$ cat src/include/cheat_config.svh
// Cheat engine configuration
`ifndef CHEAT_CONFIG_SVH
`define CHEAT_CONFIG_SVH

// SDRAM bank address width
`define CHEAT_AW 22

// Instruction RAM address width, 256 words
`define CHEAT_IAW 8

// Frames a program may run without reaching END
`define CHEAT_WDOG_FRAMES 8

`endif

$ cat src/verilog/sdram_if.sv
// SDRAM requester bus
`include "cheat_config.svh"

interface sdram_if;

    // Request side, held until rdy
    logic [`CHEAT_AW-1:0] addr;
    logic                 rd;
    logic                 wr;
    logic [15:0]          din;
    logic [1:0]           din_m;

    // Response side
    logic                 dst;
    logic                 rdy;
    logic [15:0]          dout;

    modport requester (
        output addr, rd, wr, din, din_m,
        input  dst, rdy, dout
    );

    modport arbiter (
        input  addr, rd, wr, din, din_m,
        output dst, rdy, dout
    );

endinterface

$ cat src/verilog/sdram_arbiter.sv
// Game and cheat bank arbiter
`include "cheat_config.svh"

module sdram_arbiter (
    input  logic                 clk,
    input  logic                 rst,
    input  logic [`CHEAT_AW-1:0] game_addr,
    input  logic                 game_rd,
    input  logic                 game_wr,
    input  logic [15:0]          game_din,
    input  logic [1:0]           game_din_m,
    output logic                 game_dst,
    output logic                 game_rdy,
    sdram_if.arbiter             cheat,
    output logic [`CHEAT_AW-1:0] ba0_addr,
    output logic                 ba0_rd,
    output logic                 ba0_wr,
    output logic [15:0]          ba0_din,
    output logic [1:0]           ba0_din_m,
    input  logic                 ba0_dst,
    input  logic                 ba0_rdy,
    input  logic [15:0]          data_read
);

    logic busy;
    logic owner;    // 1 when the sequencer holds the bank

    always_ff @(posedge clk) begin
        if (rst) begin
            busy  <= 1'b0;
            owner <= 1'b0;
        end else if (busy) begin
            if (ba0_rdy)
                busy <= 1'b0;
        end else if (game_rd || game_wr) begin
            busy  <= 1'b1;
            owner <= 1'b0;
        end else if (cheat.rd || cheat.wr) begin
            busy  <= 1'b1;
            owner <= 1'b1;
        end
    end

    // Bank sees strobes only after the grant
    assign ba0_addr  = owner ? cheat.addr  : game_addr;
    assign ba0_rd    = busy & (owner ? cheat.rd : game_rd);
    assign ba0_wr    = busy & (owner ? cheat.wr : game_wr);
    assign ba0_din   = owner ? cheat.din   : game_din;
    assign ba0_din_m = owner ? cheat.din_m : game_din_m;

    assign game_dst   = busy & ~owner & ba0_dst;
    assign game_rdy   = busy & ~owner & ba0_rdy;
    assign cheat.dst  = busy &  owner & ba0_dst;
    assign cheat.rdy  = busy &  owner & ba0_rdy;
    assign cheat.dout = owner ? data_read : 16'd0;

endmodule

$ cat src/flat_wrapper.sv
// flat-port wrapper written by rule: the top's interface ports become plain ports
module sdram_arbiter_flat 
  (clk, rst, game_addr, game_rd, game_wr, game_din, game_din_m, game_dst, game_rdy, ba0_addr, ba0_rd, ba0_wr, ba0_din, ba0_din_m, ba0_dst, ba0_rdy, data_read, cheat_addr, cheat_rd, cheat_wr, cheat_din, cheat_din_m, cheat_dst, cheat_rdy, cheat_dout);
  sdram_if cheat_i ();
  input  logic clk;
  input  logic rst;
  input  logic [`CHEAT_AW-1:0] game_addr;
  input  logic game_rd;
  input  logic game_wr;
  input  logic [15:0] game_din;
  input  logic [1:0] game_din_m;
  output logic game_dst;
  output logic game_rdy;
  output logic [`CHEAT_AW-1:0] ba0_addr;
  output logic ba0_rd;
  output logic ba0_wr;
  output logic [15:0] ba0_din;
  output logic [1:0] ba0_din_m;
  input  logic ba0_dst;
  input  logic ba0_rdy;
  input  logic [15:0] data_read;
  input wire logic [$bits(cheat_i.addr)-1:0] cheat_addr;
  input wire logic [$bits(cheat_i.rd)-1:0] cheat_rd;
  input wire logic [$bits(cheat_i.wr)-1:0] cheat_wr;
  input wire logic [$bits(cheat_i.din)-1:0] cheat_din;
  input wire logic [$bits(cheat_i.din_m)-1:0] cheat_din_m;
  output wire logic [$bits(cheat_i.dst)-1:0] cheat_dst;
  output wire logic [$bits(cheat_i.rdy)-1:0] cheat_rdy;
  output wire logic [$bits(cheat_i.dout)-1:0] cheat_dout;
  assign cheat_i.addr = cheat_addr;
  assign cheat_i.rd = cheat_rd;
  assign cheat_i.wr = cheat_wr;
  assign cheat_i.din = cheat_din;
  assign cheat_i.din_m = cheat_din_m;
  assign cheat_dst = cheat_i.dst;
  assign cheat_rdy = cheat_i.rdy;
  assign cheat_dout = cheat_i.dout;
  sdram_arbiter u_core (.clk(clk), .rst(rst), .game_addr(game_addr), .game_rd(game_rd), .game_wr(game_wr), .game_din(game_din), .game_din_m(game_din_m), .game_dst(game_dst), .game_rdy(game_rdy), .cheat(cheat_i), .ba0_addr(ba0_addr), .ba0_rd(ba0_rd), .ba0_wr(ba0_wr), .ba0_din(ba0_din), .ba0_din_m(ba0_din_m), .ba0_dst(ba0_dst), .ba0_rdy(ba0_rdy), .data_read(data_read));
endmodule
$ cat config.mk
export PLATFORM = sky130hd
export DESIGN_NAME = sdram_arbiter_flat
export DESIGN_NICKNAME = d
export VERILOG_FILES = /design/src/verilog/sdram_if.sv /design/src/verilog/sdram_arbiter.sv /design/src/flat_wrapper.sv
export VERILOG_INCLUDE_DIRS = /design/src /design/src/include
export SDC_FILE = /design/constraint.sdc
export NUM_CORES = 1
export LEC_CHECK = 0
export BUFFER_PORTS_ARGS = -buffer_cell sky130_fd_sc_hd__buf_2
export CAP_MARGIN = 0
export CELL_PAD_IN_SITES_DETAIL_PLACEMENT = 1
export CELL_PAD_IN_SITES_GLOBAL_PLACEMENT = 2
export CORE_MARGIN = 2
export CORE_UTILIZATION = 10
export CTS_CLUSTER_DIAMETER = 100
export CTS_CLUSTER_SIZE = 14
export DETAILED_ROUTE_END_ITERATION = 6
export GPL_TIMING_DRIVEN = 1
export MAX_ROUTING_LAYER = met4
export PLACE_DENSITY_LB_ADDON = 0.1
export SLEW_MARGIN = 25
export SYNTH_ARGS = -nofsm -noshare
export SYNTH_HDL_FRONTEND = slang
export SYNTH_SLANG_ARGS = --single-unit
export TNS_END_PERCENT = 10
$ cat constraint.sdc
create_clock -name clk -period 2.6 [get_ports clk]
set_clock_uncertainty 0.1 [all_clocks]
set_input_delay 0.65 -clock clk [delete_from_list [all_inputs] [get_ports clk]]
set_output_delay 0.65 -clock clk [all_outputs]
set_load 0.03 [all_outputs]
### Word level (Yosys, flattened, before mapping)

Cells that the tools add are included.

| operators by class | value |
|---|---|
| add/subtract/negate cells | 0 |
| $mul | 0 |
| div/mod/pow operators | 0 |
| magnitude comparators | 0 |
| equal/unequal tests | 0 |
| shift operators | 0 |
| multiplexer cells | 12 |
| bitwise operators | 10 |
| reductions and logical operators | 4 |

Operators by type and width:

| cell | number |
|---|---|
| $mux 16 | 2 |
| $mux 22 | 1 |
| $and 1x1->1 | 8 |
| $mux 1 | 8 |
| $logic_or 1x1->1 | 2 |
| $mux 2 | 1 |
| $not 1->1 | 2 |
| $reduce_and 2->1 | 1 |
| $reduce_bool 2->1 | 1 |

| storage, ports and cells | value |
|---|---|
| flip-flop bits (word level) | 2 |
| latch bits | 0 |
| RAM bits | 0 |
| ROM bits | 0 |
| bits of input ports | 104 |
| output and inout bits | 62 |
| logic and storage cells | 28 |
| memories | 0 |

### Logic depth before layout (Yosys ltp)

| depth | value |
|---|---|
| word-level depth | 4 |
| mapped depth | 3 |
| depth with buffers taken out | 2 |

### Worst setup path after synthesis

Ideal clock, no wire load.

| timing path | value |
|---|---|
| path type | in2out |
| start point | in cheat_rd |
| end point | out ba0_rd |
| arrival | 1143 ps |
| required time | 1850 ps |
| setup slack | 707 ps |
| stages | 2 |
| buffers on the path | 0 |
| cells stage by stage | mux2i_1 > nor2b_1 |

| between the ends | value |
|---|---|
| cells in the longest elaborated chain, start to end | 2 |

RTL lines:

| element | RTL line | source |
|---|---|---|
| from (decl) | flat_wrapper.sv:23 | `input wire logic [$bits(cheat_i.rd)-1:0] cheat_rd;` |
| $mux 1 | sdram_arbiter.sv:46 | `assign ba0_rd = busy & (owner ? cheat.rd : game_rd);` |
| $and 1x1->1 | sdram_arbiter.sv:46 |  |
| to (decl) | flat_wrapper.sv:15 | `output logic ba0_rd;` |

Every way passes these cells.

### Worst setup path after layout

| timing path | value |
|---|---|
| start point | reg u_core.owner |
| end point | out ba0_addr[14] |

| between the ends | value |
|---|---|
| cells in the longest elaborated chain, start to end | 1 |

RTL lines:

| element | RTL line | source |
|---|---|---|
| from (decl) | sdram_arbiter.sv:26 | `logic owner;` |
| from (signal assigned) | sdram_arbiter.sv:31 | `owner <= 1'b0;` |
| from (signal assigned) | sdram_arbiter.sv:37 | `owner <= 1'b0;` |
| from (signal assigned) | sdram_arbiter.sv:40 | `owner <= 1'b1;` |
| $mux 22 | sdram_arbiter.sv:45 | `assign ba0_addr = owner ? cheat.addr : game_addr;` |
| to (decl) | flat_wrapper.sv:14 | `` output logic [`CHEAT_AW-1:0] ba0_addr; `` |

Every way passes these cells.

==> impl_metrics.py <==
metrics = {
    "yosys": {
        "synth_flop_cell": "dfxtp_1",
        "syn-cell-area_um2": 744,
        "synth.distinct_cells": 17,
        "syn_inst": 80,
        "ys_seq_area_frac": 0.0538,
        "synth.ff_latch_count": 2,
        "yosysWarningCount": 0,
        "synth_top_area_frac": 0.605,
        "synth.avg_cell_area_um2": 9.31,
        "synth_common_cells": "mux2_2, and2_1, buf_4",
        "ys_async_sr_fraction": 0,
        "syn_nets": 184,
        "yosysMostFrequentCell": "mux2_2",
        "yosysTopAreaCell": "mux2_2",
        "synth_edf_count": 0,
        "synth_area_leaders": "mux2_2, and2_1, dfxtp_1",
    },
    "hold_path": {
        "hp-class": "flop to flop",
        "hold_path_end": "u_core.busy$_SDFF_PP0_",
        "min_path_cells": 1,
        "hp-start": "u_core.busy$_SDFF_PP0_",
    },
    "finish": {
        "drive_gt1_frac": 0.877,
        "multi_input_area_um2": 658,
        "area_delta_synth_final_pct": 130,
        "ff_latch_area_um2": 41.3,
        "fillers": 946,
        "fin_util": 0.237,
        "diodes": 0,
        "layout.nets": 349,
    },
    "clocking": {
        "insertion_delay_ps": 210,
        "cts_htree_levels": 1,
        "cts_buffers": 3,
        "cts_setup_buffers": 0,
        "ctsHoldBuffers": 0,
        "cts_tree": "yes",
        "ctsResizeCount": 0,
        "cts.clk_slew.worst_paths_ps": 30,
        "cts.root.buffer_cell": "clkbuf_8",
        "cts_max_path_buffers": 2,
        "clock-sinks": 2,
    },
    "job": {
        "cap_violations": 0,
    },
    "power_and_ir_drop": {
        "power_uw": 550,
        "worst_ir_drop_vdd_v": 0.0000943,
        "cellLeakagePower_nw": 0.975,
        "power_density_nw_per_um2": 322,
    },
    "outcome": {
        "outcome": "complete, no violations",
    },
    "setup_path": {
        "path_max_fanout": 31,
        "r2r_slack_ps": 1470,
        "r2r_start": "u_core.busy$_SDFF_PP0_",
        "cp_data_arrival_time_ps": 1430,
        "required_ps": 1850,
        "start_kind": "flop",
        "cp-end-kind": "primary output",
        "r2r_cells": 2,
        "critPathKind": "flop to primary output",
        "cp-startpoint": "u_core.owner$_SDFFE_PP0P_",
        "r2r_end": "u_core.owner$_SDFFE_PP0P_",
    },
    "detailed_routing": {
        "drtAntennaViolNets": 0,
        "via_count": 1250,
        "drtIter0Drc": 15,
        "wl_um": 4140,
        "post_drt_wl_per_cell_um": 12.1,
        "vias_per_cell": 3.65,
        "firstDrtPassIters": 4,
        "drc_errors": 0,
    },
    "sta": {
        "setup_tns_ps": 0,
        "whs_ps": 536,
        "fin_crit_sh": 0.840,
        "tightestPinTransition_ps": 380,
        "hold_viol_final": 0,
        "period_needed_ps": 2180,
        "max_freq_mhz": 458,
        "slew_headroom": 0.746,
        "rsz0062_at_grt": "no",
        "setup_viol": 0,
        "maxSlewViolCount": 0,
    },
    "floorplan": {
        "die_h_um": 90.3,
        "die_w_um": 90.3,
        "dieArea_um2": 8150,
        "start_util": 0.103,
        "row_count": 31,
        "core-area_um2": 7210,
        "pin_count": 166,
    },
    "global_route": {
        "track_usage": 0.0969,
        "antenna_found_initial": 0,
        "overflow": 0,
        "grt_pass1_vias": 1253,
        "grt_pass1_wl_um": 6330,
        "grt_start_max_net_pins": 33,
    },
    "placement": {
        "place.gp.congestion": 0.654,
        "io_buffers": 165,
        "hpwlAfterDp_um": 3690,
    },
}
-- placed cells by master (no fill, tap or decap) --
master | Yosys | routed
and3b_1 | 2 | 2
a21oi_1 | 1 | 1
inv_1 | 1 | 1
mux2_2 | 40 | 40
nor2b_1 | 2 | 2
or4_1 | 1 | 1
clkbuf_8 | 0 | 3
and2_1 | 16 | 16
mux2i_1 | 2 | 2
dfxtp_1 | 2 | 1
o21a_1 | 1 | 1
buf_4 | 4 | 2
and3_1 | 2 | 2
o21ba_2 | 1 | 1
buf_2 | 1 | 165
dfxtp_2 | 0 | 1
o221a_2 | 1 | 1
nor2_1 | 1 | 1
-- flip-flops by register name, summed over array words and instances, names as in the netlist --
name / count
u_core.busy: 1
u_core.owner: 1
-- logic make-up after synthesis --
family                 share of synthesized area
buffers and inverters                     0.0622
and+or+nand+nor                            0.207
DFF                                       0.0538
AOI/OAI and AO/OA                         0.0454
muxes                                      0.632
-- critical path, stage by stage (launching register included) --
cell and delay (ps):
dfxtp_2 310, buf_4 340, mux2_2 390, buf_2 180
-- power breakdown --
group | switching, mW | internal [mW] | total [mW]
Clock | 0.0229 | 0.0978 | 0.121
Sequential | 0.00322 | 0.0335 | 0.0368
Combinational | 0.227 | 0.166 | 0.393
Total | 0.253 | 0.297 | 0.550
-- worst max path at each step --
stage                   end  slack [ps]
3_5_place_dp   ba0_addr[14]         610
3_3_place_gp   ba0_addr[14]         600
2_1_floorplan        ba0_rd         710
4_1_cts        ba0_addr[14]         390
5_1_grt        ba0_addr[15]         330
6_report       ba0_addr[14]         420
-- layout make-up --
cell class | count | area share
Inverter | 1 | 0.00220
Sequential cell | 2 | 0.0242
Multi-Input combinational cell | 70 | 0.385
Tap cell | 99 | 0.0725
Clock buffer | 3 | 0.0242
Timing Repair Buffer | 167 | 0.492
-- metrics by stage --
step | cell area [um^2] | worst slack (ps) | std cells
detailed placement | 1670 | 607 | 339
global placement | 1670 | 604 | 339
floorplan | 744 | 707 | 80
global route | 1710 | 328 | 342
CTS | 1710 | 388 | 342
finish | 1710 | 416 | 342
-- metal layers --
| layer | up-vias | track usage | part of all wire |
|---|---|---|---|
| met5 | - | - | 0 |
| met4 | 0 | 0.0308 | 0 |
| met3 | 0 | 0.0259 | 0.11 |
| met2 | 96 | 0.170 | 0.51 |
| met1 | 539 | 0.107 | 0.38 |
| li1 | 615 | - | - |
Note: power is estimated with default switching activity, not from simulation.
