## config.mk

```make
export PLATFORM = sky130hd
export DESIGN_NAME = cheat_sequencer_flat
export DESIGN_NICKNAME = d
export VERILOG_FILES = /design/src/verilog/cheat_pkg.sv /design/src/verilog/sdram_if.sv /design/src/verilog/cheat_sequencer.sv /design/src/flat_wrapper.sv
export VERILOG_INCLUDE_DIRS = /design/src /design/src/include
export SDC_FILE = /design/constraint.sdc
export NUM_CORES = 1
export LEC_CHECK = 0
export BUFFER_PORTS_ARGS = -buffer_cell sky130_fd_sc_hd__buf_2
export CAP_MARGIN = 20
export CORE_ASPECT_RATIO = 1.4
export CORE_MARGIN = 4
export CORE_UTILIZATION = 53
export DETAILED_ROUTE_END_ITERATION = 10
export HOLD_SLACK_MARGIN = 0.03
export PLACE_DENSITY = 0.79
export SYNTH_ARGS = -nofsm -noshare
export SYNTH_HDL_FRONTEND = slang
export SYNTH_SLANG_ARGS = --single-unit
export TNS_END_PERCENT = 30
```

## constraint.sdc

```tcl
create_clock -name clk -period 3.1 [get_ports clk]
set_input_delay 0.62 -clock clk [delete_from_list [all_inputs] [get_ports clk]]
set_output_delay 0.62 -clock clk [all_outputs]
set_load 0.02 [all_outputs]
```

## src/include/cheat_config.svh

```systemverilog
// Cheat engine configuration
`ifndef CHEAT_CONFIG_SVH
`define CHEAT_CONFIG_SVH

// SDRAM bank address width
`define CHEAT_AW 22

// Instruction RAM address width, 256 words
`define CHEAT_IAW 8

// Frames a program may run without reaching END
`define CHEAT_WDOG_FRAMES 8

`endif

```

## src/verilog/cheat_pkg.sv

```systemverilog
// Cheat engine types
`include "cheat_config.svh"

package cheat_pkg;

    typedef logic [`CHEAT_IAW-1:0] iaddr_t;

    typedef enum logic [3:0] {
        NOP = 4'd0,
        LDI = 4'd1,
        WR  = 4'd2,
        RD  = 4'd3,
        JMP = 4'd4,
        END = 4'd5
    } cheat_op_e;

    typedef enum logic [1:0] {
        ALWAYS = 2'd0,
        EQ     = 2'd1,
        NE     = 2'd2
    } cheat_cond_e;

    // Immediate load view
    typedef struct packed {
        cheat_op_e  op;
        logic [2:0] rsv;
        logic [2:0] rd;
        logic [7:0] imm;
    } cheat_imm_t;

    // Branch view, only the low CHEAT_IAW target bits reach the pc
    typedef struct packed {
        cheat_op_e   op;
        cheat_cond_e cond;
        logic [11:0] target;
    } cheat_jmp_t;

    typedef union packed {
        cheat_imm_t imm;
        cheat_jmp_t jmp;
    } cheat_instr_u;

    // Byte register map
    localparam logic [2:0] ADDR0    = 3'd0;
    localparam logic [2:0] ADDR1    = 3'd1;
    localparam logic [2:0] ADDR2    = 3'd2;
    localparam logic [2:0] DATA_LO  = 3'd3;
    localparam logic [2:0] DATA_HI  = 3'd4;
    localparam logic [2:0] MASK     = 3'd5;
    localparam logic [2:0] RDATA_LO = 3'd6;
    localparam logic [2:0] RDATA_HI = 3'd7;

endpackage

```

## src/verilog/sdram_if.sv

```systemverilog
// SDRAM requester bus
`include "cheat_config.svh"

interface sdram_if;

    // Request side, held until rdy
    logic [`CHEAT_AW-1:0] addr;
    logic                 rd;
    logic                 wr;
    logic [15:0]          din;
    logic [1:0]           din_m;

    // Response side
    logic                 dst;
    logic                 rdy;
    logic [15:0]          dout;

    modport requester (
        output addr, rd, wr, din, din_m,
        input  dst, rdy, dout
    );

    modport arbiter (
        input  addr, rd, wr, din, din_m,
        output dst, rdy, dout
    );

endinterface

```

## src/verilog/cheat_sequencer.sv

```systemverilog
// Frame-started cheat sequencer
`include "cheat_config.svh"

module cheat_sequencer (
    input  logic                    clk,
    input  logic                    rst,
    input  logic                    lvbl,
    input  logic                    enable,
    output logic [`CHEAT_IAW-1:0]   iaddr,
    input  cheat_pkg::cheat_instr_u idata,
    sdram_if.requester              bank
);

    localparam int WDOG_W = $clog2(`CHEAT_WDOG_FRAMES + 1);

    localparam logic [1:0] ST_IDLE  = 2'd0;
    localparam logic [1:0] ST_FETCH = 2'd1;
    localparam logic [1:0] ST_EXEC  = 2'd2;
    localparam logic [1:0] ST_BUS   = 2'd3;

    logic [1:0]        state;
    cheat_pkg::iaddr_t pc;
    logic              lvbl_last;
    logic              blank_fall;
    logic [WDOG_W-1:0] wdog;
    logic              wdog_hit;
    logic              req_rd;
    logic              req_wr;
    logic              taken;
    logic [7:0]        regs [0:7];
    logic [23:0]       addr_full;

    assign blank_fall = lvbl_last & ~lvbl;
    assign wdog_hit   = (wdog == WDOG_W'(`CHEAT_WDOG_FRAMES));
    assign iaddr      = pc;

    // Bank request composed from the byte registers
    assign addr_full  = {regs[cheat_pkg::ADDR2], regs[cheat_pkg::ADDR1], regs[cheat_pkg::ADDR0]};
    assign bank.addr  = addr_full[`CHEAT_AW-1:0];
    assign bank.din   = {regs[cheat_pkg::DATA_HI], regs[cheat_pkg::DATA_LO]};
    assign bank.din_m = regs[cheat_pkg::MASK][1:0];
    assign bank.rd    = req_rd;
    assign bank.wr    = req_wr;

    // Branch condition against the last read word
    always_comb begin
        case (idata.jmp.cond)
            cheat_pkg::EQ: taken = (bank.din == {regs[cheat_pkg::RDATA_HI], regs[cheat_pkg::RDATA_LO]});
            cheat_pkg::NE: taken = (bank.din != {regs[cheat_pkg::RDATA_HI], regs[cheat_pkg::RDATA_LO]});
            default:       taken = 1'b1;
        endcase
    end

    always_ff @(posedge clk) begin
        if (rst) begin
            state     <= ST_IDLE;
            pc        <= '0;
            lvbl_last <= 1'b0;
            wdog      <= '0;
            req_rd    <= 1'b0;
            req_wr    <= 1'b0;
        end else begin
            lvbl_last <= lvbl;
            if (blank_fall && state != ST_IDLE && !wdog_hit)
                wdog <= wdog + 1'b1;
            case (state)
                ST_IDLE: begin
                    if (blank_fall && enable) begin
                        pc    <= '0;
                        state <= ST_FETCH;
                    end
                end
                ST_FETCH: begin
                    state <= wdog_hit ? ST_IDLE : ST_EXEC;
                end
                ST_EXEC: begin
                    state <= ST_FETCH;
                    pc    <= pc + 1'b1;
                    case (idata.imm.op)
                        cheat_pkg::WR: begin
                            req_wr <= 1'b1;
                            pc     <= pc;
                            state  <= ST_BUS;
                        end
                        cheat_pkg::RD: begin
                            req_rd <= 1'b1;
                            pc     <= pc;
                            state  <= ST_BUS;
                        end
                        cheat_pkg::JMP: begin
                            if (taken)
                                pc <= idata.jmp.target[`CHEAT_IAW-1:0];
                        end
                        cheat_pkg::END: begin
                            state <= ST_IDLE;
                            wdog  <= '0;
                        end
                        default: ;
                    endcase
                end
                default: begin
                    // Hold the access until the bank finishes
                    if (bank.rdy) begin
                        req_rd <= 1'b0;
                        req_wr <= 1'b0;
                        pc     <= pc + 1'b1;
                        state  <= ST_FETCH;
                    end
                end
            endcase
            // Runaway program goes back to the start
            if (wdog_hit && state == ST_FETCH) begin
                pc   <= '0;
                wdog <= '0;
            end
        end
    end

    always_ff @(posedge clk) begin
        if (state == ST_EXEC && idata.imm.op == cheat_pkg::LDI)
            regs[idata.imm.rd] <= idata.imm.imm;
        if (bank.dst && req_rd)
            {regs[cheat_pkg::RDATA_HI], regs[cheat_pkg::RDATA_LO]} <= bank.dout;
    end

endmodule

```

## src/flat_wrapper.sv

```systemverilog
// flat-port wrapper written by rule: the top's interface ports become plain ports
module cheat_sequencer_flat 
  (clk, rst, lvbl, enable, iaddr, idata, bank_addr, bank_rd, bank_wr, bank_din, bank_din_m, bank_dst, bank_rdy, bank_dout);
  sdram_if bank_i ();
  input  logic clk;
  input  logic rst;
  input  logic lvbl;
  input  logic enable;
  output logic [`CHEAT_IAW-1:0] iaddr;
  input  cheat_pkg::cheat_instr_u idata;
  output wire logic [$bits(bank_i.addr)-1:0] bank_addr;
  output wire logic [$bits(bank_i.rd)-1:0] bank_rd;
  output wire logic [$bits(bank_i.wr)-1:0] bank_wr;
  output wire logic [$bits(bank_i.din)-1:0] bank_din;
  output wire logic [$bits(bank_i.din_m)-1:0] bank_din_m;
  input wire logic [$bits(bank_i.dst)-1:0] bank_dst;
  input wire logic [$bits(bank_i.rdy)-1:0] bank_rdy;
  input wire logic [$bits(bank_i.dout)-1:0] bank_dout;
  assign bank_addr = bank_i.addr;
  assign bank_rd = bank_i.rd;
  assign bank_wr = bank_i.wr;
  assign bank_din = bank_i.din;
  assign bank_din_m = bank_i.din_m;
  assign bank_i.dst = bank_dst;
  assign bank_i.rdy = bank_rdy;
  assign bank_i.dout = bank_dout;
  cheat_sequencer u_core (.clk(clk), .rst(rst), .lvbl(lvbl), .enable(enable), .iaddr(iaddr), .idata(idata), .bank(bank_i));
endmodule
```

Yosys cells after proc, flatten, opt, wreduce, memory -nomap -nowiden
Index checks and enable logic that the tools add are counted.

Bits in registers: 81. Input port bits: 40. Word-level logic and storage cells: 84.

$add $sub $neg: 2. $lt $le $gt $ge: 2. Equality and inequality tests: 16. Mux-type cells: 24. Bitwise gates (word level): 5. Reductions and logical operators: 21.

Operators by type and width (count): $bwmux 64 (1); $mux 16 (2); $mux 8 (4); $demux 8 s3 (1); $pmux 8 s3 (1); $eq 16x16->1 (1); $ne 16x16->1 (1); $pmux 8 s2 (1); $mux 4 (3); $add 8x1->8 const B (1); $eq 4x2->1 const B (2); $eq 4x3->1 const B (2); $logic_and 1x1->1 (7); $mux 2 (3); $ne 2x2->1 const B (3); $pmux 1 s2 (3); $pmux 2 s3 (1); $reduce_and 3->1 (2); $reduce_bool 2->1 (3); $reduce_or 2->1 (3); $add 4x1->4 const B (1); $eq 2x1->1 const B (2); $eq 2x2->1 const B (2); $eq 4x1->1 const B (1); other kinds (15) (19).

Longest topological paths before layout
Word-level depth: 8. Gate-level depth with buffers: 10.

Worst setup path before layout
OpenSTA, ideal clock, no wires.

Kind: register -> register. From: register u_core.state[0]. To: register u_core.regs[0] (netlist bit) (enable). Arrival: 1.804 ns. Data required time: 2.716 ns. Slack: 0.912 ns. Stages on the path, launching flop included: 8. Buffers on the path: 1. Clock period less this slack: 2.188 ns. Cells stage by stage: dfxtp_1 inv_1 ha_1 clkbuf_1 nand2_1 nor4_1 nand2_1 o21ai_0.

Word-level cells in the longest chain between the ends: 3.

RTL lines: start, declared (line cheat_sequencer.sv:21) `logic [1:0] state;`; start signal, assigned (line cheat_sequencer.sv:74) `state <= wdog_hit ? ST_IDLE : ST_EXEC;`; $eq 2x2->1 (line cheat_sequencer.sv:120) `if (state == ST_EXEC && idata.imm.op == cheat_pkg::LDI)`; $logic_and 1x1->1 (line cheat_sequencer.sv:120); $reduce_bool 2->1 (no line); end signal, assigned by index (line cheat_sequencer.sv:121) `regs[idata.imm.rd] <= idata.imm.imm;`; end signal, assigned by index (line cheat_sequencer.sv:123) `{regs[cheat_pkg::RDATA_HI], regs[cheat_pkg::RDATA_LO]} <= bank.dout;`; end, declared (line cheat_sequencer.sv:30) `logic [7:0] regs [0:7];`.

Every way passes these cells. A chain may end at the register's enable or synchronous reset.

Worst setup path after layout
From: register u_core.state[0]. To: register u_core.regs, in the netlist u_core.bank.addr[17] (enable).

Word-level cells in the longest chain between the ends: 2.

RTL lines (line): $eq 2x2->1 (cheat_sequencer.sv:120); $logic_and 1x1->1 (cheat_sequencer.sv:120).

Every way passes these cells.

==> summary.txt <==
Yosys
  – Sequential cell area fraction in the yosys report: a little over half
  – Proportion of netlist area held by the largest area contributor: a little under half
  – Mapped Nets: 370
  – Fraction of registers with async set or reset after synthesis: 0%
  – Instance count of the mapped netlist: around 320
  – Top cells by area, synth: edfxtp_1, dfxtp_1, buf_4, xnor2_1, a22o_1
  – Yosys Warn Count: 0
  – Cell accounting for the most synthesized area: edfxtp_1
  – Number of synthesized flops with an enable pin: 56
  – Cell area after synthesis: approximately 3700 µm²
  – Register bit total from synthesis: 73
  – Mean area per synthesized cell: roughly 11 µm²
  – Synth Flop Type: edfxtp_1
  – Netlist cell types: 47

Timing
  – Count of final max-slew check failures: 0
  – Transition time of the tightest slew-check pin: between 800 and 900 ps
  – Clock Skews: approximately 5.7 ps
  – Final setup violation count: 0
  – Tmin final: between 2000 and 3000 ps
  – Relative max-transition margin: 45.8%
  – RSZ-0062 raised after global routing: false
  – Hold slack final: ~520 ps
  – Max Fclk: roughly 400 MHz
  – Final Worst Setup Slack: 600 ps
  – Total Neg Setup Slack: 0 ps
  – Final worst path period share: about four fifths
  – Hold Violations, Final: 0

Clock network
  – Maximum level of the CTS H-tree: 3
  – Clock-pin slew on the worst setup and hold paths: 80 ps
  – Maximum buffer depth of the clock tree: 2
  – Buffers inserted during post-CTS setup optimization: 0
  – Number of buffers created by CTS: 9
  – Later-pin clock latency in the skew report: about 340 ps
  – Resize count post-CTS: 0
  – Root Buffer Master: clkbuf_8
  – Clock tree from TritonCTS: built
  – Number of clock sinks: 73
  – Hold buffer count at CTS: 0

Global routing
  – Total overflow reported by the global router: 0
  – Total routing resource utilization after global routing: between 15 and 20%
  – Pin count of the biggest net entering global routing: 19
  – Antenna violations before repair: 0
  – First-pass GRT wire length: 12500 µm
  – Number of global-route vias before repair: roughly 2500

Setup path
  – Beginning of the worst register-to-register path: u_core.state[0]
  – Worst reg2reg path depth: 6
  – End of the worst register-to-register path: u_core.bank.addr[17]
  – Arrival time at the worst endpoint: around 2500 ps
  – Max FO, Critical Path: 17
  – Critical Path RT: between 3000 and 4000 ps
  – Critical Path Source Type: flip-flop
  – Worst reg2reg setup slack: about 600 ps
  – Worst setup path category: flip-flop to flip-flop
  – Type of destination of the critical path: flip-flop

Finish
  – Antenna diodes: 0
  – End-of-flow core utilization: a little over three fifths
  – Signed area change from the synthesized netlist to the final layout: 13.2%
  – Final standard cell count with taps included and fillers excluded: around 480
  – Share of layout cells above drive strength 1: slightly above 30%
  – Fillers: between 500 and 600
  – Number of nets in the final layout: 427

Run
  – Number of max-cap violations: 0

Placed design
  – Total instance count after detailed placement: between 400 and 500
  – PortBufs: between 80 and 90
  – DPL Wire Length: ~5800 µm
  – Routability Congestion: 0.850
  – Worst setup slack after placement: ~650 ps

Route
  – Mean routed wirelength per cell: roughly 17 µm
  – Count of unresolved DRC violations after routing: 0
  – DR vias/cell: 5.45
  – Number of DRC markers in iteration 0: 150
  – Detailed-router iteration count before antenna repair: 4
  – Count of vias placed by the detailed router: 2595
  – Final routed wirelength across all metal layers: around 8000 µm
  – Number of nets with antenna violations after routing: 0

Power
  – Maximum VDD drop: ~0.00028 V
  – Leakage power figure: between 1.5 and 2 nW
  – Total power per unit cell area: 488 nW/µm²

Die
  – Die Span Y: ~110 µm
  – Cell Rows: 35
  – Core area: 6660 µm²
  – Starting density of the core: a little under three fifths
  – Count of boundary I/O pins: 90
  – Die area: between 8000 and 9000 µm²
  – Die extent in x: 78.4 µm

Worst hold path
  – Worst hold stages: 2
  – Worst min-delay path category: flip-flop to flip-flop
  – Startpoint of the most critical hold path: u_core.wdog[3]
  – End of the worst hold path: u_core.wdog[3]

Run status
  – Result of the run: finished, final reports clean
==> cells in the mapped netlist (8+ instances only) <==
cell type	n
nand2_1	13
buf_4	40
a21oi_1	13
ha_1	8
o21ai_0	10
dfxtp_1	17
a22o_1	16
edfxtp_1	56
xnor2_1	17
nand3_1	9
clkbuf_1	9
inv_1	9
nor2_1	30
==> how the worst max path moves through the flow <==
stage                          startpoint              endpoint  cells past startpoint
after detailed placement  u_core.state[0]  u_core.bank.addr[18]                      6
after global placement    u_core.state[0]  u_core.bank.addr[18]                      6
after CTS                 u_core.state[0]  u_core.bank.addr[19]                      6
final                     u_core.state[0]  u_core.bank.addr[17]                      6
after global routing      u_core.state[0]  u_core.bank.addr[21]                      6
after floorplan           u_core.state[0]        u_core.regs[0]                      7
==> metal layers <==
layer	wire length (µm)	part of all wire [%]	vias to the layer above	GRT usage (%)
li1	-	-	1250	-
met1	2960	37	1239	22.2
met3	554	7.0	7	4.96
met2	4330	55	99	35.8
met5	0	0	-	0
met4	79	1.0	0	7.88
==> critical path: stages (launching register included) <==
cell and delay (ps):
dfxtp_1 310, inv_1 90, ha_1 510, nand2_1 90
nor4_1 450, nand2b_1 210, nor2_1 480
==> metrics by stage <==
stage	power (mW)	cell area [µm²]
after detailed placement	1.27	3950
after CTS	2.05	4170
after global routing	2.11	4170
after floorplan	1.19	3680
after global placement	1.26	3950
final	2.03	4170
==> placed cells by master (no fill, tap or decap), drive strengths merged, types with 8 or more instances in the layout <==
master | Yosys | layout
xnor2 | 17 | 17
ha | 8 | 8
o21ai | 10 | 10
nand3 | 9 | 9
nor2 | 30 | 30
dfxtp | 17 | 17
inv | 9 | 9
buf | 42 | 97
nand2 | 13 | 13
a22o | 16 | 16
clkbuf | 9 | 11
a21oi | 13 | 13
edfxtp | 56 | 56
==> flip-flops by register name (all words and copies together) (netlist names) <==
| register | cells |
|---|---|
| u_core.bank.addr | 22 |
| u_core.bank.din | 16 |
| u_core.regs | 16 |
| u_core.bank.wr | 1 |
| u_core.state | 2 |
| u_core.iaddr | 8 |
| u_core.bank.rd | 1 |
| u_core.lvbl_last | 1 |
| u_core.wdog | 4 |
| u_core.bank.din_m | 2 |
==> report_power, final <==
group / switching [mW] / total (mW) / internal [mW]
Clock: 0.332 / 0.785 / 0.452
Sequential: 0.00831 / 1.07 / 1.06
Combinational: 0.116 / 0.182 / 0.0661
Total: 0.457 / 2.03 / 1.58
==> area by class of cell <==
cell class	instances	area (µm²)	area share (%)
clock inverters	5	80.1	1.92
flip-flops and latches	73	2020	48.5
clock buffers	11	131	3.15
repair buffers	97	508	12.2
inverters	9	33.8	0.811
multi-input cells	189	1270	30.6
well taps	92	115	2.76
==> kinds of logic (layout without fill, tap and decap cells) <==
kind of cell / Yosys count / in the layout / share of synthesized area, %
buffers and inverters: 60 / 122 / 10.4
AO/OA/AOI/OAI: 63 / 63 / 12.5
adder cells (fa/ha/maj): 8 / 8 / 2.72
multiplexers: 3 / 3 / 0.952
AND/OR/NAND/NOR: 92 / 92 / 13.0
XOR/XNOR: 23 / 23 / 5.47
flip-flops: 73 / 73 / 54.9
No activity file was read; power rests on OpenSTA's default activity.
