--- src/include/cheat_config.svh ---
// Cheat engine configuration
`ifndef CHEAT_CONFIG_SVH
`define CHEAT_CONFIG_SVH

// SDRAM bank address width
`define CHEAT_AW 22

// Instruction RAM address width, 256 words
`define CHEAT_IAW 8

// Frames a program may run without reaching END
`define CHEAT_WDOG_FRAMES 8

`endif

--- src/verilog/cheat_pkg.sv ---
// Cheat engine types
`include "cheat_config.svh"

package cheat_pkg;

    typedef logic [`CHEAT_IAW-1:0] iaddr_t;

    typedef enum logic [3:0] {
        NOP = 4'd0,
        LDI = 4'd1,
        WR  = 4'd2,
        RD  = 4'd3,
        JMP = 4'd4,
        END = 4'd5
    } cheat_op_e;

    typedef enum logic [1:0] {
        ALWAYS = 2'd0,
        EQ     = 2'd1,
        NE     = 2'd2
    } cheat_cond_e;

    // Immediate load view
    typedef struct packed {
        cheat_op_e  op;
        logic [2:0] rsv;
        logic [2:0] rd;
        logic [7:0] imm;
    } cheat_imm_t;

    // Branch view, only the low CHEAT_IAW target bits reach the pc
    typedef struct packed {
        cheat_op_e   op;
        cheat_cond_e cond;
        logic [11:0] target;
    } cheat_jmp_t;

    typedef union packed {
        cheat_imm_t imm;
        cheat_jmp_t jmp;
    } cheat_instr_u;

    // Byte register map
    localparam logic [2:0] ADDR0    = 3'd0;
    localparam logic [2:0] ADDR1    = 3'd1;
    localparam logic [2:0] ADDR2    = 3'd2;
    localparam logic [2:0] DATA_LO  = 3'd3;
    localparam logic [2:0] DATA_HI  = 3'd4;
    localparam logic [2:0] MASK     = 3'd5;
    localparam logic [2:0] RDATA_LO = 3'd6;
    localparam logic [2:0] RDATA_HI = 3'd7;

endpackage

--- src/verilog/cheat_loader.sv ---
// Program byte stream packer
`include "cheat_config.svh"

module cheat_loader (
    input  logic                   clk,
    input  logic                   rst,
    input  logic                   prog_en,
    input  logic                   prog_wr,
    input  logic [7:0]             prog_data,
    output logic                   we,
    output logic [`CHEAT_IAW-1:0]  waddr,
    output cheat_pkg::cheat_instr_u wdata
);

    logic        last_en;
    logic [3:0]  cnt;
    logic [15:0] prog_buf;

    // Counters and write strobe
    always_ff @(posedge clk) begin
        if (rst) begin
            last_en <= 1'b0;
            cnt     <= '0;
            we      <= 1'b0;
            waddr   <= '0;
        end else begin
            last_en <= prog_en;
            if (we)
                waddr <= waddr + 1'b1;
            if (prog_en && !last_en) begin
                cnt   <= '0;
                waddr <= '0;
                we    <= 1'b0;
            end else if (prog_wr) begin
                cnt <= (cnt == 4'd8) ? 4'd0 : cnt + 4'd1;
                we  <= (cnt == 4'd2) || (cnt == 4'd4) || (cnt == 4'd6) || (cnt == 4'd8);
            end else begin
                we <= 1'b0;
            end
        end
    end

    // Nine bytes make four 18-bit words, low byte first
    always_ff @(posedge clk) begin
        if (prog_wr) begin
            prog_buf <= {prog_data, prog_buf[15:8]};
            case (cnt)
                4'd2:    wdata <= {prog_data[1:0], prog_buf};
                4'd4:    wdata <= {prog_data[3:0], prog_buf[15:2]};
                4'd6:    wdata <= {prog_data[5:0], prog_buf[15:4]};
                4'd8:    wdata <= {prog_data, prog_buf[15:6]};
                default: wdata <= wdata;
            endcase
        end
    end

endmodule

--- config.mk ---
export PLATFORM = sky130hd
export DESIGN_NAME = cheat_loader
export DESIGN_NICKNAME = d
export VERILOG_FILES = /design/src/verilog/cheat_pkg.sv /design/src/verilog/cheat_loader.sv
export VERILOG_INCLUDE_DIRS = /design/src /design/src/include
export SDC_FILE = /design/constraint.sdc
export NUM_CORES = 1
export LEC_CHECK = 0
export BUFFER_PORTS_ARGS = -buffer_cell sky130_fd_sc_hd__buf_2
export CAP_MARGIN = 15
export CORE_MARGIN = 4
export CORE_UTILIZATION = 50
export DETAILED_ROUTE_END_ITERATION = 8
export GPL_ROUTABILITY_DRIVEN = 0
export PLACE_DENSITY = 0.72
export SYNTH_ARGS = -nofsm -noshare
export SYNTH_HDL_FRONTEND = slang
export SYNTH_SLANG_ARGS = --single-unit
--- constraint.sdc ---
create_clock -name clk -period 2.95 [get_ports clk]
set_clock_uncertainty 0.1 [all_clocks]
set_input_delay 0 -clock clk [delete_from_list [all_inputs] [get_ports clk]]
set_output_delay 0 -clock clk [all_outputs]
set_load 0.02 [all_outputs]
* Word level (Yosys, flattened, before mapping)
Index checks and enable logic that the tools add are counted.
** Cells by class
- Reduce and logical (&&, ||, !) cells :: 9
- Muxes and demuxes :: 2
- $add $sub $neg :: 2
- Equality and inequality tests :: 4
- Bitwise gates (word level) :: 1
** Operators with widths (number)
- $pmux W18 S4 :: 1
- $add A8 B1 Y8 const B :: 1
- $eq A4 B3 Y1 const B :: 2
- $add A4 B1 Y4 const B :: 1
- $eq A4 B2 Y1 const B :: 1
- $eq A4 B4 Y1 const B :: 1
- $mux W4 :: 1
- $reduce_bool A4 Y1 :: 1
- $logic_or A1 B1 Y1 :: 3
- $reduce_or A3 Y1 :: 1
- $reduce_and A2 Y1 :: 1
- $reduce_or A2 Y1 :: 1
- $logic_and A1 B1 Y1 :: 1
- $logic_not A1 Y1 :: 1
- $not A1 Y1 :: 1
** Word-level totals
- Logic and storage cells :: 24
- Input port bits :: 12
- Output and inout port bits :: 27
- Register bits :: 48

* Logic depth before layout (Yosys ltp)
Gate-level depths: netlist (run 1).
- Depth after elaboration :: 4
- Mapped depth :: 7

* Least setup slack after synthesis (run 1)
OpenSTA, ideal clock, no wires.
- Kind :: flip-flop to flip-flop
- Start point :: register cnt[0]
- End point :: register wdata[0] (netlist bit), enable pin
- Cell stages (with the launch flop) :: 8
- Arrival :: 1.706 ns
- Setup slack :: 0.769 ns
- Library setup time :: 0.375 ns
- Path through :: dfxtp_1 > inv_1 > ha_1 > clkbuf_1 > buf_2 > a21oi_1 > nor2_1 > o21a_1
** Between the ends
- Word-level cells in the longest chain between the ends :: 3
- Elaborated cells between the ends (all ways) :: 6
** Ends and longest elaborated chain
- start: declaration :: RTL line cheat_loader.sv:16 : logic [3:0] cnt;
- start signal: assignment :: RTL line cheat_loader.sv:35 : cnt <= (cnt == 4'd8) ? 4'd0 : cnt + 4'd1;
- $eq A4 B2 Y1, or another cell as far along :: RTL line cheat_loader.sv:47 : case (cnt)
- $reduce_bool A4 Y1 (no source line) *
- $reduce_and A2 Y1 (no source line) *
- end signal: assignment :: RTL line cheat_loader.sv:48 : 4'd2: wdata <= {prog_data[1:0], prog_buf};
- end signal: assignment :: RTL line cheat_loader.sv:49 : 4'd4: wdata <= {prog_data[3:0], prog_buf[15:2]};
- end signal: assignment :: RTL line cheat_loader.sv:50 : 4'd6: wdata <= {prog_data[5:0], prog_buf[15:4]};
- end: declaration :: RTL line cheat_loader.sv:12 : output cheat_pkg::cheat_instr_u wdata
Every way passes the cells marked *; elsewhere a longest branch is shown, timed or not.
A chain may end at the register's enable or synchronous reset.

* Worst setup path in the final report (run 1)
- Start point :: register cnt[0]
- End point :: register wdata[0] (netlist bit), data pin
** Between the ends
- Word-level cells in the longest chain between the ends :: 2
- Elaborated cells between the ends (all ways) :: 5
** Ends and longest elaborated chain (RTL line)
- $eq A4 B4 Y1, or another cell as far along :: cheat_loader.sv:47
- $pmux W18 S4 * :: cheat_loader.sv:47
Marks and branches as above.

==> results of run 1 <==
-- power by group through the flow --
| stage | combinational (uW) | clock (uW) | sequential [uW] |
|---|---|---|---|
| floorplan | 50.7 | 0 | 778 |
| global placement | 78.2 | 0 | 783 |
| detailed placement | 79.8 | 0 | 783 |
| CTS | 89.9 | 476 | 767 |
| global route | 101 | 500 | 771 |
| finish | 90.0 | 467 | 768 |
-- per-stage QoR --
| stage | hold slack (ns) | worst slack, ns |
|---|---|---|
| 2_1_floorplan | -0.0276 | 0.769 |
| 3_3_place_gp | 0.0756 | 0.687 |
| 3_5_place_dp | 0.0775 | 0.603 |
| 4_1_cts | 0.0489 | 0.605 |
| 5_1_grt | 0.0742 | 0.405 |
| 6_report | 0.0502 | 0.587 |
-- repair_timing --
| action | 4_1_cts | 5_1_grt |
|---|---|---|
| hold buffers | 10 | 0 |
| hold endpoints to repair | 17 | 0 |
| endpoints found under the setup margin | 0 | 0 |
-- registers in the layout, indices dropped and copies added, names as in the netlist --
signal,count
cnt,4
prog_buf,16
waddr,8
wdata,18
we,1
last_en,1
-- per-layer routing --
| metal | global-route usage (%) | wire (um) | up-vias |
|---|---|---|---|
| li1 | - | - | 818 |
| met1 | 21.7 | 1910 | 811 |
| met2 | 27.0 | 2100 | 57 |
| met3 | 3.74 | 280 | 7 |
| met4 | 4.55 | 48 | 0 |
| met5 | 0 | 0 | - |
-- final cells by class --
class	instances	area (sq um)
inverters	4	15.0
fillers	367	1660
multi-input cells	123	846
well taps	52	65.1
flip-flops and latches	48	1300
clock inverters	3	42.5
clock buffers	5	68.8
repair buffers	53	328
-- cell usage after synthesis (4+ instances only) --
| cell | n | share of area, % |
|---|---|---|
| o21ai_0 | 9 | 2.0 |
| buf_2 | 5 | 1.1 |
| ha_1 | 4 | 2.2 |
| a211oi_1 | 4 | 1.3 |
| a21oi_1 | 6 | 1.3 |
| inv_1 | 4 | 0.67 |
| a31oi_1 | 4 | 1.1 |
| nor2_1 | 23 | 3.9 |
| and3b_1 | 9 | 3.5 |
| clkbuf_1 | 8 | 1.3 |
| nand2_1 | 7 | 1.2 |
| edfxtp_1 | 34 | 46 |
| a22oi_1 | 14 | 4.7 |
| dfxtp_1 | 14 | 13 |
| nand3_1 | 4 | 0.90 |
| a221o_1 | 14 | 6.3 |
-- worst max path at each step --
stage                              startpoint                   to  slack [ns]  depth (start not counted)
after floorplan           cnt[0]$_SDFFE_PP0P_   wdata[0]$_DFFE_PP_        0.77                          7
after global placement    cnt[0]$_SDFFE_PP0P_   wdata[2]$_DFFE_PP_        0.69                          5
after detailed placement  cnt[0]$_SDFFE_PP0P_   wdata[0]$_DFFE_PP_        0.60                          6
after CTS                 cnt[0]$_SDFFE_PP0P_   wdata[0]$_DFFE_PP_        0.60                          6
after global routing      cnt[0]$_SDFFE_PP0P_  wdata[11]$_DFFE_PP_        0.41                          6
final                     cnt[0]$_SDFFE_PP0P_   wdata[0]$_DFFE_PP_        0.59                          6
-- cells in the final DEF (no fill, tap or decap), types with 6 or more instances in the layout --
cell / instances
o21ai_0: 9
a221o_1: 14
nor2_1: 23
buf_2: 38
dfxtp_1: 14
and3b_1: 9
edfxtp_1: 34
nand2_1: 7
a21oi_1: 6
dlygate4sd3_1: 10
a22oi_1: 14
-- worst register-to-register path, delay by kind of cell, from the launching register on --
kind / cells / cell delay (ns)
fa+ha+maj: 1 / 0.62
buf+inv: 2 / 0.34
compound gates: 2 / 0.26
simple gates: 1 / 0.45
flops: 1 / 0.35
-- kinds of logic after synthesis --
logic type	Yosys count
buffers and inverters	19
multiplexers	2
AND/OR/NAND/NOR	54
XOR/XNOR	4
adder cells (fa/ha/maj)	4
flip-flops	48
AO/OA/AOI/OAI	59
==> results.cfg, run 1 <==
[outcome]
status = complete, no violations

[synth]
yosysWarnings = 0
synthCells = 190
synth_top_family_by_area = compound AO/OA/AOI/OAI gates
synth_nets = 206
ys_ff_latch = 48
synth_compound_area_share_pct = 20.0
synth_simple_gate_area_share_pct = 13.2
synthXorXnorAreaFrac_pct = 1.57
synthDistinctLibCells = 36
syn_area_sq_mm = 0.00223
seq_area_frac_synth_pct = 58.3
synthAdderAreaFrac_pct = 2.24
synthFlopType = edfxtp_1
synth_area_per_cell_sq_um = 11.7
async_flop_share_pct = 0
synth_edf_count = 34
synthMuxAreaShare_pct = 0.897

[sta]
maxSlewHeadroom_pct = 53.4
rsz0062_at_grt = false
slew_violations = 0
finalSetupTns_ns = 0
finalSetupViolCount = 0
hold_viol_final = 0
layout_min_cycle_time_ns = 2.36
worstMarginPinSlew_ns = 0.699
period_share_pct = 80.1
fmax_mhz = 423

[route]
drt_iter0_drc = 175
dr.pass1.iters = 4
avgViaCountPerCell = 5.88
wl_um = 4340
wl_per_cell_um = 15.1
drc_errors = 0
vias = 1693
detail-route-antenna-nets = 0

[worst_hold_path]
min_path_cells = 4
hold_start = prog_en
holdCritPathClass = in2reg
whs_endpoint = cnt[0]$_SDFFE_PP0P_

[finish]
fin_cells = 288
final_util_pct = 61.7
nets = 251
drive_above_1_share_pct = 22.9
antennaDiodeCount = 0
syn_to_final_growth_pct = 19.5
final_cell_area_sq_mm = 0.00267

[place]
place_area_sq_mm = 0.00245
port-buffer-count = 38
dpl.hpwl_um = 2910
place_inst = 270

[cts]
post_cts_buffers = 0
cts-root-buf = clkbuf_8
ctsHtreeMaxLevel = 2
clk_latency_ns = 0.30
clock_sinks = 48
cts_buffers = 5
path_clk_slew_ns = 0.09
cts_tree = done
cts_buffer_depth = 2
cts.repair.resized = 0

[power_and_ir_drop]
power_frac_comb_pct = 6.8
p_clk_share_pct = 35.2
p_int_uw = 1040
swShare_pct = 21.4
ir_drop_mv = 0.245
p_seq_share_pct = 58.0
netSwitchingPower_uw = 284
power.density_mw_per_mm2 = 497
total_power_uw = 1320
power.leakage_uw = 0.00107

[floorplan]
core_sq_mm = 0.00432
rows = 24
num_io_pins = 39
die_w_um = 74.8
fp.dieH_um = 74.8
start_util_pct = 51.6
die_area_sq_mm = 0.00560

[run]
cap_violations = 0

[worst_setup_path]
endpoint_kind = flip-flop
r2r-start = cnt[0]$_SDFFE_PP0P_
required_ns = 2.90
r2r_cells = 6
worst-path-buf-inv = 2
cp_max_fo = 22
slowest_stage = ha_1
crit_arrival_ns = 2.31
timing.rr.end = wdata[0]$_DFFE_PP_
reg2reg_setup_slack_ns = 0.59
slowest_delay_ns = 0.62
path_delay_family = adder cells
path_cells = inv_1 -> ha_1 -> and3b_1 -> buf_4 -> a21o_1 -> a31oi_1
setup.worst_path.class = reg2reg
cp-start-kind = flip-flop

[global_routing]
grt_max_degree = 25
antenna_found_initial = 0
grt.total_usage_pct = 16.4
grt_pass1_vias = 1492
grt_pass1_wl_um = 7010
grt.overflow.total = 0
No activity file was read; power rests on OpenSTA's default activity.
==> run 2, diff against run 1 <==
ABC_AREA = 1   (was unset)
clock period = 2.34 ns   (was 2.95 ns; I/O delays follow)
==> results.cfg, run 2 <==
[outcome]
status = complete, no violations

[sta]
worstMarginPinSlew_ns = 0.498
setup_slack_ns = 0.423
hold_viol_final = 0
fmax_mhz = 522
rsz0062_at_grt = false
finalSetupTns_ns = 0
slew_violations = 0
finalSetupViolCount = 0
layout_min_cycle_time_ns = 1.92
maxSlewHeadroom_pct = 66.8
period_share_pct = 81.9

[cts]
cts.repair.resized = 0
ctsHtreeMaxLevel = 2
cts_buffers = 5
clock_sinks = 48
clk_latency_ns = 0.30
cts_tree = done
cts_buffer_depth = 2
path_clk_slew_ns = 0.08
cts-root-buf = clkbuf_8

[finish]
reg_top3 = wdata (18), prog_buf (16), waddr (8)
fin_cells = 364
final_cell_mix = 38 x nand2_1, 38 x buf_2, 37 x inv_1, 37 x nand4_1, 37 x nor2_1
largest_register_ffs = 18
syn_to_final_growth_pct = 17.6
drive_above_1_share_pct = 17.6
antennaDiodeCount = 0
largest-register = wdata
fillerInstances = 385
nets = 327

[synth]
yosysTopAreaCellShare_pct = 43.6
yosys-top-cells-area = edfxtp_1 44%, dfxtp_1 12%, nand4_1 9.9%
synth_area_per_cell_sq_um = 8.94
synthDistinctLibCells = 20
synthMostInstantiatedCell = nand2_1
syn_area_sq_mm = 0.00234
synth_commonest_cells = 38 x nand2_1, 37 x inv_1, 37 x nand4_1, 37 x nor2_1, 34 x edfxtp_1
synth_nets = 278
synth_edf_count = 34
synthCells = 262
ys_ff_latch = 48
yosysTopAreaCell = edfxtp_1
yosysWarnings = 0
async_flop_share_pct = 0
seq_area_frac_synth_pct = 55.6
synthFlopType = edfxtp_1

[place]
dpl.hpwl_um = 3170
dp_worst_setup_slack_ns = 0.436
port-buffer-count = 38
place_inst = 346

[worst_setup_path]
slowest_delay_ns = 0.42
endpoint_kind = flip-flop
cpMostUsedCell = inv_1
slowest_stage = ha_1
cp-startpoint = cnt[0]$_SDFFE_PP0P_
cp_max_fo = 18
reg2reg_setup_slack_ns = 0.42
cp-start-kind = flip-flop
r2r_cells = 7
crit_arrival_ns = 1.81
timing.rr.end = wdata[7]$_DFFE_PP_
endpoint = wdata[7]$_DFFE_PP_
r2r-start = cnt[0]$_SDFFE_PP0P_
required_ns = 2.23
path_cells = inv_1 -> ha_1 -> nand3_2 -> nand3_1 -> nand2_1 -> inv_1 -> buf_4
setup.worst_path.class = reg2reg

[floorplan]
die_area_sq_mm = 0.00584
die_w_um = 76.4
rows = 24
start_util_pct = 52.7
fp.dieH_um = 76.4
core_sq_mm = 0.00444
num_io_pins = 39

[worst_hold_path]
min_path_cells = 6
holdCritPathClass = in2reg

[global_routing]
grt.total_usage_pct = 17.4
grt_max_degree = 24
grt_pass1_vias = 1775
grt.overflow.total = 0
grt_pass1_wl_um = 8260
antenna_found_initial = 0

[power_and_ir_drop]
swShare_pct = 22.8
power_frac_comb_pct = 6.7
ir_drop_mv = 0.308
p_int_uw = 1200
power.density_mw_per_mm2 = 562
netSwitchingPower_uw = 353
p_clk_share_pct = 31.0
p_seq_share_pct = 62.2
power.leakage_uw = 0.00120
total_power_uw = 1550

[route]
wl_per_cell_um = 13.1
drc_errors = 0
avgViaCountPerCell = 5.26
dr.pass1.iters = 4
vias = 1913
drt_iter0_drc = 123
wl_um = 4760
detail-route-antenna-nets = 0

[run]
cap_violations = 0
-- run 2: area by class of cell --
cell class	instances	area, sq um	area share, %
sequential	48	1300	47.2
multi-input combinational	163	822	29.8
timing repair buffer	55	343	12.4
inverter	38	143	5.18
clock buffer	7	76.3	2.77
tap	52	65.1	2.36
clock inverter	1	5.00	0.182
-- run 2: cells by family (layout without fill, tap and decap cells) --
family / after synthesis / after routing / synth area share [%]
AND/OR/NAND/NOR: 129 / 129 / 26.0
AO/OA/AOI/OAI: 27 / 27 / 5.77
buffers and inverters: 51 / 101 / 9.35
flip-flops: 48 / 48 / 55.6
adder cells (fa/ha/maj): 4 / 4 / 2.14
multiplexers: 1 / 1 / 0.427
XOR/XNOR: 2 / 2 / 0.748
-- run 2: how the worst min path moves through the flow --
stage / endpoint / slack (ns) / start
floorplan: last_en$_SDFF_PP0_ / -0.03 / rst
global placement: last_en$_SDFF_PP0_ / 0.08 / rst
detailed placement: last_en$_SDFF_PP0_ / 0.09 / rst
CTS: waddr[2]$_SDFFE_PP0P_ / 0.05 / prog_en
global route: waddr[7]$_SDFFE_PP0P_ / 0.08 / prog_en
finish: waddr[2]$_SDFFE_PP0P_ / 0.05 / prog_en
-- run 2: metrics by stage --
stage / utilization, % / area [sq um] / hold WS (ns)
6_report: 62.0 / 2760 / 0.0549
5_1_grt: 62.0 / 2760 / 0.0834
4_1_cts: 62.0 / 2760 / 0.0500
3_5_place_dp: 57.9 / 2570 / 0.0877
3_3_place_gp: 57.9 / 2570 / 0.0819
2_1_floorplan: - / 2340 / -0.0276
-- run 2: repair_timing --
| item | 4_1_cts | 5_1_grt |
|---|---|---|
| endpoints found under the hold margin | 22 | 0 |
| setup endpoints to repair | 0 | 0 |
| buffers inserted | 0 | 0 |
| hold buffers | 10 | 0 |
-- run 2: per-layer routing --
| layer | vias to the layer above | global-route usage (%) | share of wire, % |
|---|---|---|---|
| met5 | - | 0 | 0 |
| met4 | 0 | 7.07 | 1.9 |
| met3 | 9 | 4.02 | 4.7 |
| met2 | 53 | 27.7 | 47 |
| met1 | 858 | 22.9 | 46 |
| li1 | 993 | - | - |
-- run 2: power groups by stage --
stage	clock (uW)	combinational [uW]	sequential [uW]
floorplan	0	52.5	980
global placement	0	88.6	982
detailed placement	0	91.2	983
CTS	496	104	963
global route	526	119	968
finish	481	104	964
-- run 2: worst max-delay path, delay by kind of cell (launching register included) --
| family | cells | cell delay (ns) |
|---|---|---|
| flip-flops | 1 | 0.34 |
| adder cells (fa/ha/maj) | 1 | 0.42 |
| buffers and inverters | 3 | 0.40 |
| AND/OR/NAND/NOR | 3 | 0.33 |
==> run 3, diff against run 2 <==
ABC_AREA = 0   (was 1)
PLACE_DENSITY = 0.75   (was 0.72)
clock period = 1.7 ns   (was 2.34 ns; I/O delays follow)
==> results.cfg, run 3 (same netlist as run 1, synthesis figures left out) <==
[place]
place_area_sq_mm = 0.00259
dpl.hpwl_um = 3140
place_inst = 284
port-buffer-count = 38

[cts]
ctsHtreeMaxLevel = 2
cts_buffer_depth = 2
clock_sinks = 48
path_clk_slew_ns = 0.08
clk_latency_ns = 0.29
cts_tree = done
cts_buffers = 5
cts-root-buf = clkbuf_8

[route]
drc_errors = 0
wl_per_cell_um = 15.9
avgViaCountPerCell = 5.85
vias = 1777
wl_um = 4820
detail-route-antenna-nets = 0
dr.pass1.iters = 4
drt_iter0_drc = 181

[floorplan]
fp.dieH_um = 74.8
core_sq_mm = 0.00432
rows = 24
start_util_pct = 51.6
num_io_pins = 39
die_area_sq_mm = 0.00560
die_w_um = 74.8

[power_and_ir_drop]
netSwitchingPower_uw = 497
power.density_mw_per_mm2 = 809
p_clk_share_pct = 34.3
power.leakage_uw = 0.00116
p_int_uw = 1830
p_seq_share_pct = 57.4
ir_drop_mv = 0.481
swShare_pct = 21.4
power_frac_comb_pct = 8.4

[worst_setup_path]
r2r-start = cnt[0]$_SDFFE_PP0P_
setup.worst_path.class = reg2reg
cp_max_fo = 19
required_ns = 1.65
r2r_cells = 5
cp-start-kind = flip-flop
timing.rr.end = wdata[12]$_DFFE_PP_
crit_arrival_ns = 1.66
reg2reg_setup_slack_ns = -0.02
endpoint_kind = flip-flop

[finish]
final_cell_area_sq_mm = 0.00288
final_cell_mix = 38 x buf_2, 34 x edfxtp_1, 23 x nor2_1
reg_top3 = wdata (18), prog_buf (16), waddr (8)
drive_above_1_share_pct = 32.9
nets = 267
antennaDiodeCount = 0
largest-register = wdata
largest_register_ffs = 18
syn_to_final_growth_pct = 29.0
layout_commonest_cell = buf_2
fin_cells = 304

[sta]
hold-worst-slack_ns = 0.0612
maxSlewHeadroom_pct = 64.3
rsz0062_at_grt = true
layout_min_cycle_time_ns = 1.72
worstMarginPinSlew_ns = 0.530
fmax_mhz = 582
period_share_pct = 101
finalSetupViolCount = 3
setup_slack_ns = -0.0171
hold_viol_final = 0
slew_violations = 0

[run]
cap_violations = 0

[worst_hold_path]
holdCritPathClass = in2reg
min_path_cells = 4
hold_start = prog_en
whs_endpoint = cnt[0]$_SDFFE_PP0P_

[global_routing]
grt.total_usage_pct = 17.9
grt_pass1_vias = 1630
grt_max_degree = 20
grt.overflow.total = 0
antenna_found_initial = 0
grt_pass1_wl_um = 7650

[outcome]
status = finished, violations left
violations = setup timing
run 3: layout make-up:
type,count,area [sq um]
clock inverter,2,35.0
multi-input combinational,123,902
timing repair buffer,69,483
sequential,48,1300
clock buffer,6,72.6
fill,332,1450
tap,52,65.1
inverter,4,17.5
run 3: power by group through the flow:
stage	sequential, uW	combinational (uW)	clock (uW)
floorplan	1350	92.0	0
global placement	1360	154	0
detailed placement	1360	157	0
CTS	1330	183	810
global route	1340	214	851
finish	1340	194	798
run 3: what timing repair did:
item / in CTS / in global routing
setup buffers: 1 / 1
pin swaps: 2 / 2
cloned: 0 / 0
gates resized for setup: 7 / 9
hold buffers: 11 / 0
endpoints found under the hold margin: 21 / 0
endpoints found under the setup margin: 36 / 36
run 3: per-layer routing:
metal | track usage (%) | part of all wire, % | vias up
met4 | 5.73 | 1.4 | 0
met1 | 21.7 | 41 | 839
met2 | 31.9 | 51 | 76
met5 | 0 | 0 | -
li1 | - | - | 853
met3 | 3.87 | 7.0 | 9
run 3: worst max-delay path by stage:
| stage | cells past startpoint | slack [ns] | to | start |
|---|---|---|---|---|
| 4_1_cts | 5 | 0.0009 | wdata[12]$_DFFE_PP_ | cnt[0]$_SDFFE_PP0P_ |
| 2_1_floorplan | 7 | 0.006 | wdata[0]$_DFFE_PP_ | cnt[0]$_SDFFE_PP0P_ |
| 3_3_place_gp | 5 | -0.01 | wdata[13]$_DFFE_PP_ | cnt[0]$_SDFFE_PP0P_ |
| 3_5_place_dp | 6 | -0.09 | wdata[0]$_DFFE_PP_ | cnt[0]$_SDFFE_PP0P_ |
| 6_report | 5 | -0.02 | wdata[12]$_DFFE_PP_ | cnt[0]$_SDFFE_PP0P_ |
| 5_1_grt | 6 | -0.07 | wdata[12]$_DFFE_PP_ | cnt[0]$_SDFFE_PP0P_ |
run 3: worst max-delay path, stage by stage, from the launching register on:
cell and delay (ns):
dfxtp_2 0.36, inv_4 0.05, ha_4 0.16, and3b_2 0.26
buf_12 0.17, a221o_1 0.36
run 3: metrics by stage:
stage	utilization [%]	total power, uW	worst slack (ns)	TNS [ns]
2_1_floorplan	-	1440	0.00622	0
3_3_place_gp	59.8	1510	-0.0107	-0.0501
3_5_place_dp	59.8	1510	-0.0853	-0.892
4_1_cts	65.2	2320	0.000930	0
5_1_grt	66.6	2400	-0.0750	-0.918
6_report	66.6	2330	-0.0171	-0.0225
